**src/rtl/qa7_pkg.sv**
```systemverilog
//////////////////////////////////////////////////
// qa7 housekeeping package
// timing constants and shared display types
//////////////////////////////////////////////////
`default_nettype none

package qa7_pkg;

   // 50 MHz board oscillator
   localparam int CLK_PER_US = 50;     // sys_clk_p cycles per us strobe
   localparam int US_PER_MS  = 1000;   // us strobes per ms strobe

   // reset stretch after the board reset drops
   localparam int POR_CYCLES = 16;

   // equal ms samples needed before a button level is accepted
   localparam int DEB_MS     = 2;

   // seven segment display
   localparam int DIGITS     = 3;      // physical digits
   localparam int SCAN_LAST  = 5;      // states 3..5 are blank slots

   // scan state, 0..SCAN_LAST
   typedef logic [2:0] hsel_t;

   // segment pattern, bit 0 = a ... bit 6 = g, bit 7 = dp
   // active high inside the design
   typedef logic [7:0] seg_t;

endpackage

`default_nettype wire

```
**src/rtl/sys_bus_if.sv**
```systemverilog
//////////////////////////////////////////////////
// system bus bundle
// clock, resets and timebase strobes
//////////////////////////////////////////////////
`timescale 1ns/1ps
`default_nettype none

interface sys_bus_if
(
   input wire logic sys_clk_p          // 50 MHz system clock
);

   logic pwr_rst;                      // power-on reset, level
   logic sys_rst;                      // system reset, level
   logic ena_us;                       // microsecond strobe, one cycle
   logic ena_ms;                       // millisecond strobe, one cycle

   // reset controller side
   modport rst_src (input sys_clk_p, output pwr_rst, output sys_rst);

   // timebase side, held in reset by sys_rst
   modport tick_src (input sys_clk_p, input sys_rst, output ena_us, output ena_ms);

   // consumers
   modport user
   (
      input sys_clk_p,
      input pwr_rst,
      input sys_rst,
      input ena_us,
      input ena_ms
   );

endinterface

`default_nettype wire

```
**src/rtl/reset_ctl.sv**
```systemverilog
//////////////////////////////////////////////////
// reset controller
// stretches board reset into pwr_rst and adds
// the synchronized reset button into sys_rst
//////////////////////////////////////////////////
`timescale 1ns/1ps
`default_nettype none

module reset_ctl
(
   input  wire logic    reset,         // board reset, sync, active high
   input  wire logic    button_n,      // reset button, async, active low
   sys_bus_if.rst_src   sys
);

   logic [$clog2(qa7_pkg::POR_CYCLES)-1:0] por_cnt;   // cycles left in stretch
   logic                                   btn_meta;  // first sync stage

   // power-on stretcher
   always_ff @(posedge sys.sys_clk_p)
   begin
      if (reset)
      begin
         por_cnt     <= ($clog2(qa7_pkg::POR_CYCLES))'(qa7_pkg::POR_CYCLES - 1);
         sys.pwr_rst <= 1'b1;
      end
      else if (por_cnt != '0)
      begin
         por_cnt     <= por_cnt - 1'b1;   // still counting down
         sys.pwr_rst <= 1'b1;
      end
      else
         sys.pwr_rst <= 1'b0;             // stretch done
   end

   // button path, sys_rst itself is the second sync stage
   always_ff @(posedge sys.sys_clk_p)
   begin
      if (reset)
      begin
         btn_meta    <= 1'b1;             // released
         sys.sys_rst <= 1'b1;
      end
      else
      begin
         btn_meta    <= button_n;
         sys.sys_rst <= sys.pwr_rst | ~btn_meta;   // pressed or still in por
      end
   end

endmodule

`default_nettype wire

```
**src/rtl/tick_gen.sv**
```systemverilog
//////////////////////////////////////////////////
// timebase
// microsecond and millisecond strobes from the
// 50 MHz system clock
//////////////////////////////////////////////////
`timescale 1ns/1ps
`default_nettype none

module tick_gen
(
   sys_bus_if.tick_src  sys
);

   logic [$clog2(qa7_pkg::CLK_PER_US)-1:0] us_cnt;    // cycle prescaler
   logic [$clog2(qa7_pkg::US_PER_MS)-1:0]  ms_cnt;    // us strobe counter
   logic                                   us_wrap;   // prescaler at last cycle

   assign us_wrap = (us_cnt == ($clog2(qa7_pkg::CLK_PER_US))'(qa7_pkg::CLK_PER_US - 1));

   always_ff @(posedge sys.sys_clk_p)
   begin
      if (sys.sys_rst)
      begin
         us_cnt     <= '0;
         ms_cnt     <= '0;
         sys.ena_us <= 1'b0;
         sys.ena_ms <= 1'b0;
      end
      else if (us_wrap)
      begin
         us_cnt     <= '0;
         sys.ena_us <= 1'b1;              // one us elapsed
         if (ms_cnt == ($clog2(qa7_pkg::US_PER_MS))'(qa7_pkg::US_PER_MS - 1))
         begin
            ms_cnt     <= '0;
            sys.ena_ms <= 1'b1;           // same cycle as the us strobe
         end
         else
         begin
            ms_cnt     <= ms_cnt + 1'b1;
            sys.ena_ms <= 1'b0;
         end
      end
      else
      begin
         us_cnt     <= us_cnt + 1'b1;
         sys.ena_us <= 1'b0;              // strobes last one cycle
         sys.ena_ms <= 1'b0;
      end
   end

endmodule

`default_nettype wire

```
**src/rtl/button_toggle.sv**
```systemverilog
//////////////////////////////////////////////////
// button toggle
// debounces a push button on the ms strobe and
// flips its output level on every press
//////////////////////////////////////////////////
`timescale 1ns/1ps
`default_nettype none

module button_toggle
(
   sys_bus_if.user      sys,
   input  wire logic    button_n,      // push button, async, active low
   output logic         level          // toggled level
);

   logic                                 sync_0;    // first sync stage
   logic                                 sync_1;    // second sync stage
   logic                                 pressed;   // debounced state, 1 = held
   logic [$clog2(qa7_pkg::DEB_MS+1)-1:0] deb_cnt;   // samples differing from state
   logic                                 sample;    // current sample, 1 = low pin

   assign sample = ~sync_1;

   always_ff @(posedge sys.sys_clk_p)
   begin
      if (sys.pwr_rst)
      begin
         sync_0  <= 1'b1;
         sync_1  <= 1'b1;
         pressed <= 1'b0;
         deb_cnt <= '0;
         level   <= 1'b0;
      end
      else
      begin
         sync_0 <= button_n;
         sync_1 <= sync_0;
         if (sys.ena_ms)                  // one sample per millisecond
         begin
            if (sample == pressed)
               deb_cnt <= '0;             // glitch gone, start over
            else if (deb_cnt == ($clog2(qa7_pkg::DEB_MS+1))'(qa7_pkg::DEB_MS - 1))
            begin
               deb_cnt <= '0;
               pressed <= sample;         // new level accepted
               if (sample)
                  level <= ~level;        // only a press flips the output
            end
            else
               deb_cnt <= deb_cnt + 1'b1;
         end
      end
   end

endmodule

`default_nettype wire

```
**src/rtl/seg_scan.sv**
```systemverilog
//////////////////////////////////////////////////
// seven segment scan
// steps the digit select on the ms strobe and
// decodes the selected nibble to hex segments
//////////////////////////////////////////////////
`timescale 1ns/1ps
`default_nettype none

module seg_scan
(
   sys_bus_if.user                              sys,
   input  wire logic [4*qa7_pkg::DIGITS-1:0]    hex_value,  // digit 0 in [3:0]
   output qa7_pkg::seg_t                        hex,        // segments, active low
   output logic [qa7_pkg::DIGITS-1:0]           hsel        // digit select, active low
);

   qa7_pkg::hsel_t   state;            // scan state
   logic [3:0]       nibble;           // selected digit value
   qa7_pkg::seg_t    seg;              // decoded pattern, active high

   // scan runs down, 0 wraps to the last blank slot
   always_ff @(posedge sys.sys_clk_p)
   begin
      if (sys.sys_rst)
         state <= '0;
      else if (sys.ena_ms)
      begin
         if (state == '0)
            state <= qa7_pkg::hsel_t'(qa7_pkg::SCAN_LAST);
         else
            state <= state - 1'b1;
      end
   end

   always_comb
   begin
      nibble = '0;
      hsel   = '1;                        // all digits off
      for (int i = 0; i < qa7_pkg::DIGITS; i++)
      begin
         if (state == qa7_pkg::hsel_t'(i))
         begin
            nibble  = hex_value[4*i +: 4];
            hsel[i] = 1'b0;
         end
      end
   end

   // standard hex font, a in bit 0, dp off
   always_comb
   begin
      case (nibble)
         4'h0: seg = 8'h3F;
         4'h1: seg = 8'h06;
         4'h2: seg = 8'h5B;
         4'h3: seg = 8'h4F;
         4'h4: seg = 8'h66;
         4'h5: seg = 8'h6D;
         4'h6: seg = 8'h7D;
         4'h7: seg = 8'h07;
         4'h8: seg = 8'h7F;
         4'h9: seg = 8'h6F;
         4'hA: seg = 8'h77;
         4'hB: seg = 8'h7C;               // lower case b
         4'hC: seg = 8'h39;
         4'hD: seg = 8'h5E;               // lower case d
         4'hE: seg = 8'h79;
         default: seg = 8'h71;            // F
      endcase
   end

   // blank slots drive every segment off
   assign hex = (state < qa7_pkg::hsel_t'(qa7_pkg::DIGITS)) ? ~seg : 8'hFF;

endmodule

`default_nettype wire

```
**src/rtl/qa7_top.sv**
```systemverilog
//////////////////////////////////////////////////
// qa7 board top level
// resets, timebase, button toggles and the
// seven segment display scan
//////////////////////////////////////////////////
`timescale 1ns/1ps
`default_nettype none

module qa7_top
(
   input  wire logic                            sys_clk_p,  // 50 MHz clock
   input  wire logic                            reset,      // sync, active high
   input  wire logic [2:0]                      button,     // push buttons, active low
   input  wire logic [4*qa7_pkg::DIGITS-1:0]    hex_value,  // value shown on display
                                                            //
   output logic [1:0]                           led,        // toggle outputs
   output qa7_pkg::seg_t                        hex,        // segment mask, active low
   output logic [qa7_pkg::DIGITS-1:0]           hsel,       // digit select, active low
   output logic                                 us_tick,    // us strobe to gpio
   output logic                                 ms_tick     // ms strobe to gpio
);

   // clock, resets and strobes shared by all blocks
   sys_bus_if sys (.sys_clk_p(sys_clk_p));

   // button 0 is the system reset button
   reset_ctl u_reset
   (
      .reset    (reset),
      .button_n (button[0]),
      .sys      (sys.rst_src)
   );

   // us and ms strobes
   tick_gen u_tick
   (
      .sys (sys.tick_src)
   );

   // button 1 toggles the timer enable
   button_toggle u_tog1
   (
      .sys      (sys.user),
      .button_n (button[1]),
      .level    (led[0])
   );

   // button 2 toggles the slow enable
   button_toggle u_tog2
   (
      .sys      (sys.user),
      .button_n (button[2]),
      .level    (led[1])
   );

   // display scan and hex decode
   seg_scan u_scan
   (
      .sys       (sys.user),
      .hex_value (hex_value),
      .hex       (hex),
      .hsel      (hsel)
   );

   // strobes brought out for a scope
   assign us_tick = sys.ena_us;
   assign ms_tick = sys.ena_ms;

endmodule

`default_nettype wire

```
**config.mk**
```make
export PLATFORM = sky130hd
export DESIGN_NAME = qa7_top
export DESIGN_NICKNAME = d
export VERILOG_FILES = /design/src/rtl/qa7_pkg.sv /design/src/rtl/sys_bus_if.sv /design/src/rtl/reset_ctl.sv /design/src/rtl/tick_gen.sv /design/src/rtl/button_toggle.sv /design/src/rtl/seg_scan.sv /design/src/rtl/qa7_top.sv
export SDC_FILE = /design/constraint.sdc
export NUM_CORES = 1
export LEC_CHECK = 0
export BUFFER_PORTS_ARGS = -buffer_cell sky130_fd_sc_hd__buf_2
export CORE_ASPECT_RATIO = 0.8
export CORE_MARGIN = 3
export CORE_UTILIZATION = 45
export DETAILED_ROUTE_END_ITERATION = 8
export PLACE_DENSITY_LB_ADDON = 0.3
export SLEW_MARGIN = 0
export SYNTH_ARGS = -nofsm -noshare
export SYNTH_HDL_FRONTEND = slang
export SYNTH_SLANG_ARGS = --single-unit
```
**constraint.sdc**
```tcl
create_clock -name sys_clk_p -period 2.4 [get_ports sys_clk_p]
set_clock_uncertainty 0.05 [all_clocks]
set_input_delay 0.24 -clock sys_clk_p [delete_from_list [all_inputs] [get_ports sys_clk_p]]
set_output_delay 0.24 -clock sys_clk_p [all_outputs]
set_load 0.03 [all_outputs]
```
## Word level (Yosys, flattened, before mapping)

Memory sizes are Yosys's and may differ from the RTL's.
Index checks and enable logic that the tools add are counted.

- Flip-flop bits (word level): 40
- Memory bits (read-only): 112
- Input port bits: 17
- Output and inout bits: 15
- Word-level logic and storage cells: 69
- Memories: 1

Memory list:

| name | depth | bits a word | read ports | clocked after Yosys merged registers in | wr ports | RTL line | RTL |
|---|---|---|---|---|---|---|---|
| (name not given) | 16 | 7 | 1 | 0 | 0 | seg_scan.sv:52 | `case (nibble)` |

- Add/sub/neg operators: 6
- Magnitude comparators: 1
- Equality and inequality tests: 8
- Multiplexer cells: 16
- Bitwise logic cells: 10
- Reductions and logical operators: 8

Operator list:

| kind | count |
|---|---|
| 4-bit 2-to-1 mux | 3 |
| 10-bit by 1-bit adder with 10-bit output (second input constant) | 1 |
| 10-bit equality test (second input constant) | 1 |
| 10-bit 2-to-1 mux | 1 |
| 2-bit 2-to-1 mux | 4 |
| 8-bit 2-to-1 mux | 1 |
| 1-bit NOT | 8 |
| 8-bit NOT | 1 |
| 4-bit AND reduction | 2 |
| 6-bit by 1-bit adder with 6-bit output (second input constant) | 1 |
| 6-bit equality test (second input constant) | 1 |
| 1-bit 2-to-1 mux | 6 |
| 3-bit AND reduction | 2 |
| 2-bit by 1-bit adder with 2-bit output (second input constant) | 2 |
| 2-bit by 1-bit equality test with 1-bit output (second input constant) | 2 |
| 4-bit nonzero test | 1 |
| 2-bit OR reduction | 2 |
| 4-bit by 1-bit subtractor with 4-bit output (second input constant) | 1 |
| 3-bit by 1-bit equality test with 1-bit output (second input constant) | 1 |
| 3-bit by 2-bit equality test with 1-bit output (second input constant) | 1 |
| 3-bit logical NOT | 1 |
| 3-bit by 2-bit < comparator with 1-bit output (second input constant) | 1 |
| 3-bit 2-to-1 mux | 1 |
| 3-bit by 1-bit subtractor with 3-bit output (second input constant) | 1 |
| other kinds (2) | 3 |

## Longest topological paths before layout

An unclocked memory read counts as a cell.

- Word-level depth: 7
- Mapped depth: 9
- Depth with buffers taken out: 8

## Modules after synthesis

From an unflattened synthesis, not the netlist that was laid out.

- Cells, all modules: 229
- Area, all modules: 2160.8 µm²

Modules (own cells, without submodules):

| module | instances | cells an instance | area each (µm²) | sequential area each (µm²) |
|---|---|---|---|---|
| tick_gen | 1 | 85 | 790.8 | 360.3 |
| seg_scan | 1 | 73 | 618.1 | 60.1 |
| button_toggle | 2 | 21 | 225.2 | 120.1 |
| reset_ctl | 1 | 29 | 301.5 | 140.1 |

## Worst setup path after synthesis

No wires, ideal clock.

- Path type: register to output
- From: register u_scan.state[1]
- To: output hex[2]
- Data arrival time: 2.291 ns
- Data required time: 2.110 ns
- Slack: -0.181 ns
- Cell stages (with the launch flop): 8
- Path buffers: 2
- Path through: dfxtp_1 buf_6 buf_2 nand2b_1 a211oi_2 inv_1 ha_1 o311ai_1

- Cells in the longest elaborated chain, start to end: 7
- Elaborated cells between the ends (all ways): 10
- Those cells by class: order compare (1); eq/ne (2); mux (4); bitwise (1); reduce/logical (1); memory (1)

RTL lines:

| what | RTL line | RTL |
|---|---|---|
| from (decl) | seg_scan.sv:17 | `qa7_pkg::hsel_t state;` |
| from (signal assigned) | seg_scan.sv:29 | `state <= qa7_pkg::hsel_t'(qa7_pkg::SCAN_LAST);` |
| from (signal assigned) | seg_scan.sv:31 | `state <= state - 1'b1;` |
| 3-bit logical NOT | seg_scan.sv:41 | `if (state == qa7_pkg::hsel_t'(i))` |
| 4-bit 2-to-1 mux (3 in a row) | seg_scan.sv:41 |  |
| memory 16 x 7 bit | n/a |  |
| 8-bit NOT | seg_scan.sv:73 | `assign hex = (state < qa7_pkg::hsel_t'(qa7_pkg::DIGITS)) ? ~seg : 8'hFF;` |
| 8-bit 2-to-1 mux (*) | seg_scan.sv:73 |  |
| to (decl) | qa7_top.sv:17 | `output qa7_pkg::seg_t hex,` |

Mark *: on every way between the ends. The rest lies on a longest branch, timed or not.

## Worst setup path in the final report

- From: register u_scan.state[1]
- To: output hex[1]

Same word-level chain as after synthesis.

==> impl_metrics.toml <==
[placed_design]
dp_slack_ps = 46.4
portBuffers = 30
routability_congestion_estimate = 0.863
dpl.hpwl_mm = 2.57
placedCellCount = 309

[global_routing]
grt_use_met2 = 0.225
met3_usage = 0.0541
overflow = 0
grt_pass1_vias = 1404
grt_pass1_wl_mm = 6.24
gr-usage-all-layers = 0.148
gr-usage-met1 = 0.193
grt_max_degree = 14
grt_antenna_before_repair = 0
grt.busiest_layer = "met2"

[routing]
number_of_nets_still_failing_antenna_checks_after_routing = 0
drc = 0
avgRoutedWirePerCell_um = 12.6
wl_mm = 4.16
dr.first_iter.drc_count = 97
routed_via_count_divided_by_cell_count = 4.96
dr_total_vias = 1637
number_of_optimization_iterations_in_the_first_detailed_route_pass = 4

[setup_path]
path_delay_family = "buffers and inverters"
cp_num_buf_inv = 3
critical_path.endpoint_type = "output pin"
worst_setup_path_start_kind = "register"
crit_path_cell_trace = "buf_6 -> nand2b_4 -> a211oi_2 -> buf_4 -> ha_4 -> mux2_4 -> o211ai_2 -> buf_6"
worst-endpoint-arrival_ps = 2170
critical-path-top-cell-by-count = "sky130_fd_sc_hd__buf_6"
critical-path-slowest-cell = "sky130_fd_sc_hd__dfxtp_4"
crit_cells = 8
critical_path.max_stage_delay_ps = 370
cp_max_fo = 6
timing.critical_path.required_ps = 2110
critical_setup_path_kind = "reg2out"
rr_worst_depth = 6

[clock_tree]
insertion_delay_ps = 290
clkSinkCount = 40
cts-root-to-sink-buffers = 2
cts_inserted_buffers = 5
clk_pin_slew_ps = 70
tritoncts = "built"
clock_tree.htree_level_count = 2
cts_root_buf = "sky130_fd_sc_hd__clkbuf_8"

[floorplan]
die_area_mm2 = 0.00547
placeableCoreArea_mm2 = 0.00431
rows = 21
die-width_um = 82.0
initial_core_util = 0.482
boundaryPins = 32
die_h_um = 66.8

[logic_synthesis]
synth_seq_area_share = 0.386
async_s_r_ff_share_synth = 0
synthesis.instances = 232
post-synth-top-count-cell = "sky130_fd_sc_hd__dfxtp_1"
cell_type_with_the_highest_aggregate_area_in_the_netlist = "sky130_fd_sc_hd__dfxtp_1"
post_synth_most_frequent_cells = "sky130_fd_sc_hd__dfxtp_1, sky130_fd_sc_hd__nor2_1, sky130_fd_sc_hd__nand2_1, sky130_fd_sc_hd__xor2_1, sky130_fd_sc_hd__ha_1"
warning_count_from_the_yosys_run = 0
synth.distinct_cells = 53
yosys_register_bits = 40
yosys.area.top_type_share = 0.386
mappedNetlistNets = 260
netlist_top_cells_area = "sky130_fd_sc_hd__dfxtp_1, sky130_fd_sc_hd__ha_1, sky130_fd_sc_hd__nor2_1"
post_synthesis_average_cell_area_um2 = 8.95
synth.cell_area_mm2 = 0.00208
ys.flop_type = "sky130_fd_sc_hd__dfxtp_1"
synth-edff-count = 0

[sta]
finalMaxSlewViolations = 0
report.final.hold_viol_count = 0
max_slew.worst_pin.slew_ps = 625
timing.hold.ws_ps = 81.3
max_clock_freq_ghz = 0.407
setup_repair_after_global_routing_missed_its_margin = "yes"
setup_viol = 1
period_minus_slack_ps = 2460
timing.final.ws_setup_ps = -55.4
slew-limit-headroom = 0.583
finalCritPeriodShare = 1.02
finalSetupTns_ps = -55.4

[finish]
filler_cell_count = 374
num_antenna_cells = 0
layout.cells.non_filler = 330
fin_nets = 301
area_delta_synth_final_pct = 25.1
drive_gt1_frac = 0.326

[outcome]
failing_checks = "setup timing"
status = "complete, but fails checks"

[power_and_ir_drop]
power_density_mw_per_mm2 = 498
max-vdd-ir-drop_uv = 449
leakage_power_nw = 1.03

[worst_hold_path]
worst_hold_stages = 2
hold_path_class = "in2reg"

[run]
cap_viol_max_count = 0
[timing repair]
item / in CTS / in global routing
endpoints found under the setup margin: 7 / 7
gates resized for setup: 8 / 26
pin swaps: 1 / 5
setup buffers: 1 / 13
hold buffers: 0 / 0
[cells by family after synthesis]
| kind of cell | synth area share |
|---|---|
| muxes | 0.0361 |
| and+or+nand+nor | 0.266 |
| xor gates and xnor gates | 0.0759 |
| buffers and inverters | 0.0548 |
| AOI/OAI and AO/OA | 0.114 |
| adders and majority gates | 0.0663 |
| DFF | 0.386 |
| other | 0.00181 |
[cell type report]
| class | count | area [um^2] | area share |
|---|---|---|---|
| Multi-Input combinational cell | 170 | 1270 | 0.491 |
| Sequential cell | 40 | 810 | 0.312 |
| Timing Repair Buffer | 48 | 315 | 0.121 |
| Clock buffer | 7 | 96.3 | 0.0371 |
| Tap cell | 57 | 71.3 | 0.0275 |
| Inverter | 8 | 30.0 | 0.0116 |
[sequential cells by signal (all words and copies together), names as in the netlist, 2 cells and up]
signal	count
u_tog2.deb_cnt	2
u_tick.ms_cnt	10
u_reset.por_cnt	4
u_scan.state	3
u_tick.us_cnt	6
u_tog1.deb_cnt	2
[layout by cell type, fill, tap and decap left out, types with 2 or more instances in the layout]
master,n
sky130_fd_sc_hd__nand4_1,5
sky130_fd_sc_hd__nand2_1,13
sky130_fd_sc_hd__nand3_1,10
sky130_fd_sc_hd__clkbuf_8,7
sky130_fd_sc_hd__and3_1,2
sky130_fd_sc_hd__o21ai_0,2
sky130_fd_sc_hd__mux2i_1,5
sky130_fd_sc_hd__buf_4,19
sky130_fd_sc_hd__ha_1,8
sky130_fd_sc_hd__a21oi_1,7
sky130_fd_sc_hd__nor2b_1,4
sky130_fd_sc_hd__and3b_1,2
sky130_fd_sc_hd__or3_1,2
sky130_fd_sc_hd__nor2_1,32
sky130_fd_sc_hd__nor3b_1,2
sky130_fd_sc_hd__nor2b_4,3
sky130_fd_sc_hd__nand2b_4,2
sky130_fd_sc_hd__buf_2,26
sky130_fd_sc_hd__inv_2,3
sky130_fd_sc_hd__xnor2_1,5
sky130_fd_sc_hd__a211oi_2,4
sky130_fd_sc_hd__dfxtp_1,37
sky130_fd_sc_hd__or2_2,5
sky130_fd_sc_hd__nor3_1,6
sky130_fd_sc_hd__inv_1,5
sky130_fd_sc_hd__buf_6,2
sky130_fd_sc_hd__nand2b_1,6
sky130_fd_sc_hd__xor2_1,13
sky130_fd_sc_hd__dfxtp_4,2
sky130_fd_sc_hd__ha_4,3
sky130_fd_sc_hd__a211oi_1,2
[stage by stage]
step | area (um^2) | total power [mW] | utilization
after global placement | 2250 | 0.801 | 0.523
after global routing | 2600 | 1.35 | 0.603
after floorplan | 2080 | 0.769 | -
final | 2600 | 1.29 | 0.603
after detailed placement | 2250 | 0.802 | 0.523
after CTS | 2370 | 1.28 | 0.551
[power by group]
part / switching (mW) / leakage [nW] / total, mW / internal, mW
Clock: 0.214 / 0.0503 / 0.470 / 0.256
Sequential: 0.00237 / 0.326 / 0.669 / 0.666
Combinational: 0.0823 / 0.651 / 0.155 / 0.0729
Total: 0.298 / 1.03 / 1.29 / 0.995
[worst paths after layout]
check / from / endpoint / slack [ps]
max: u_scan.state[1]$_SDFFE_PP0P_ / hex[1] / -60
min: button[1] / u_tog1.sync_0$_SDFF_PP1_ / 80
max reg2reg: u_tick.us_cnt[0]$_SDFF_PP0_ / u_tick.ms_cnt[6]$_SDFFE_PP0P_ / 730
min reg2reg: u_tog2.sync_0$_SDFF_PP1_ / u_tog2.sync_1$_SDFF_PP1_ / 350
[routing by layer]
metal  vias to the layer above  wire, um
met4                         0        76
met1                       730      1990
met5                         -         0
met3                         7       199
met2                        32      1900
li1                        868         -
No activity file was read; power rests on OpenSTA's default activity.
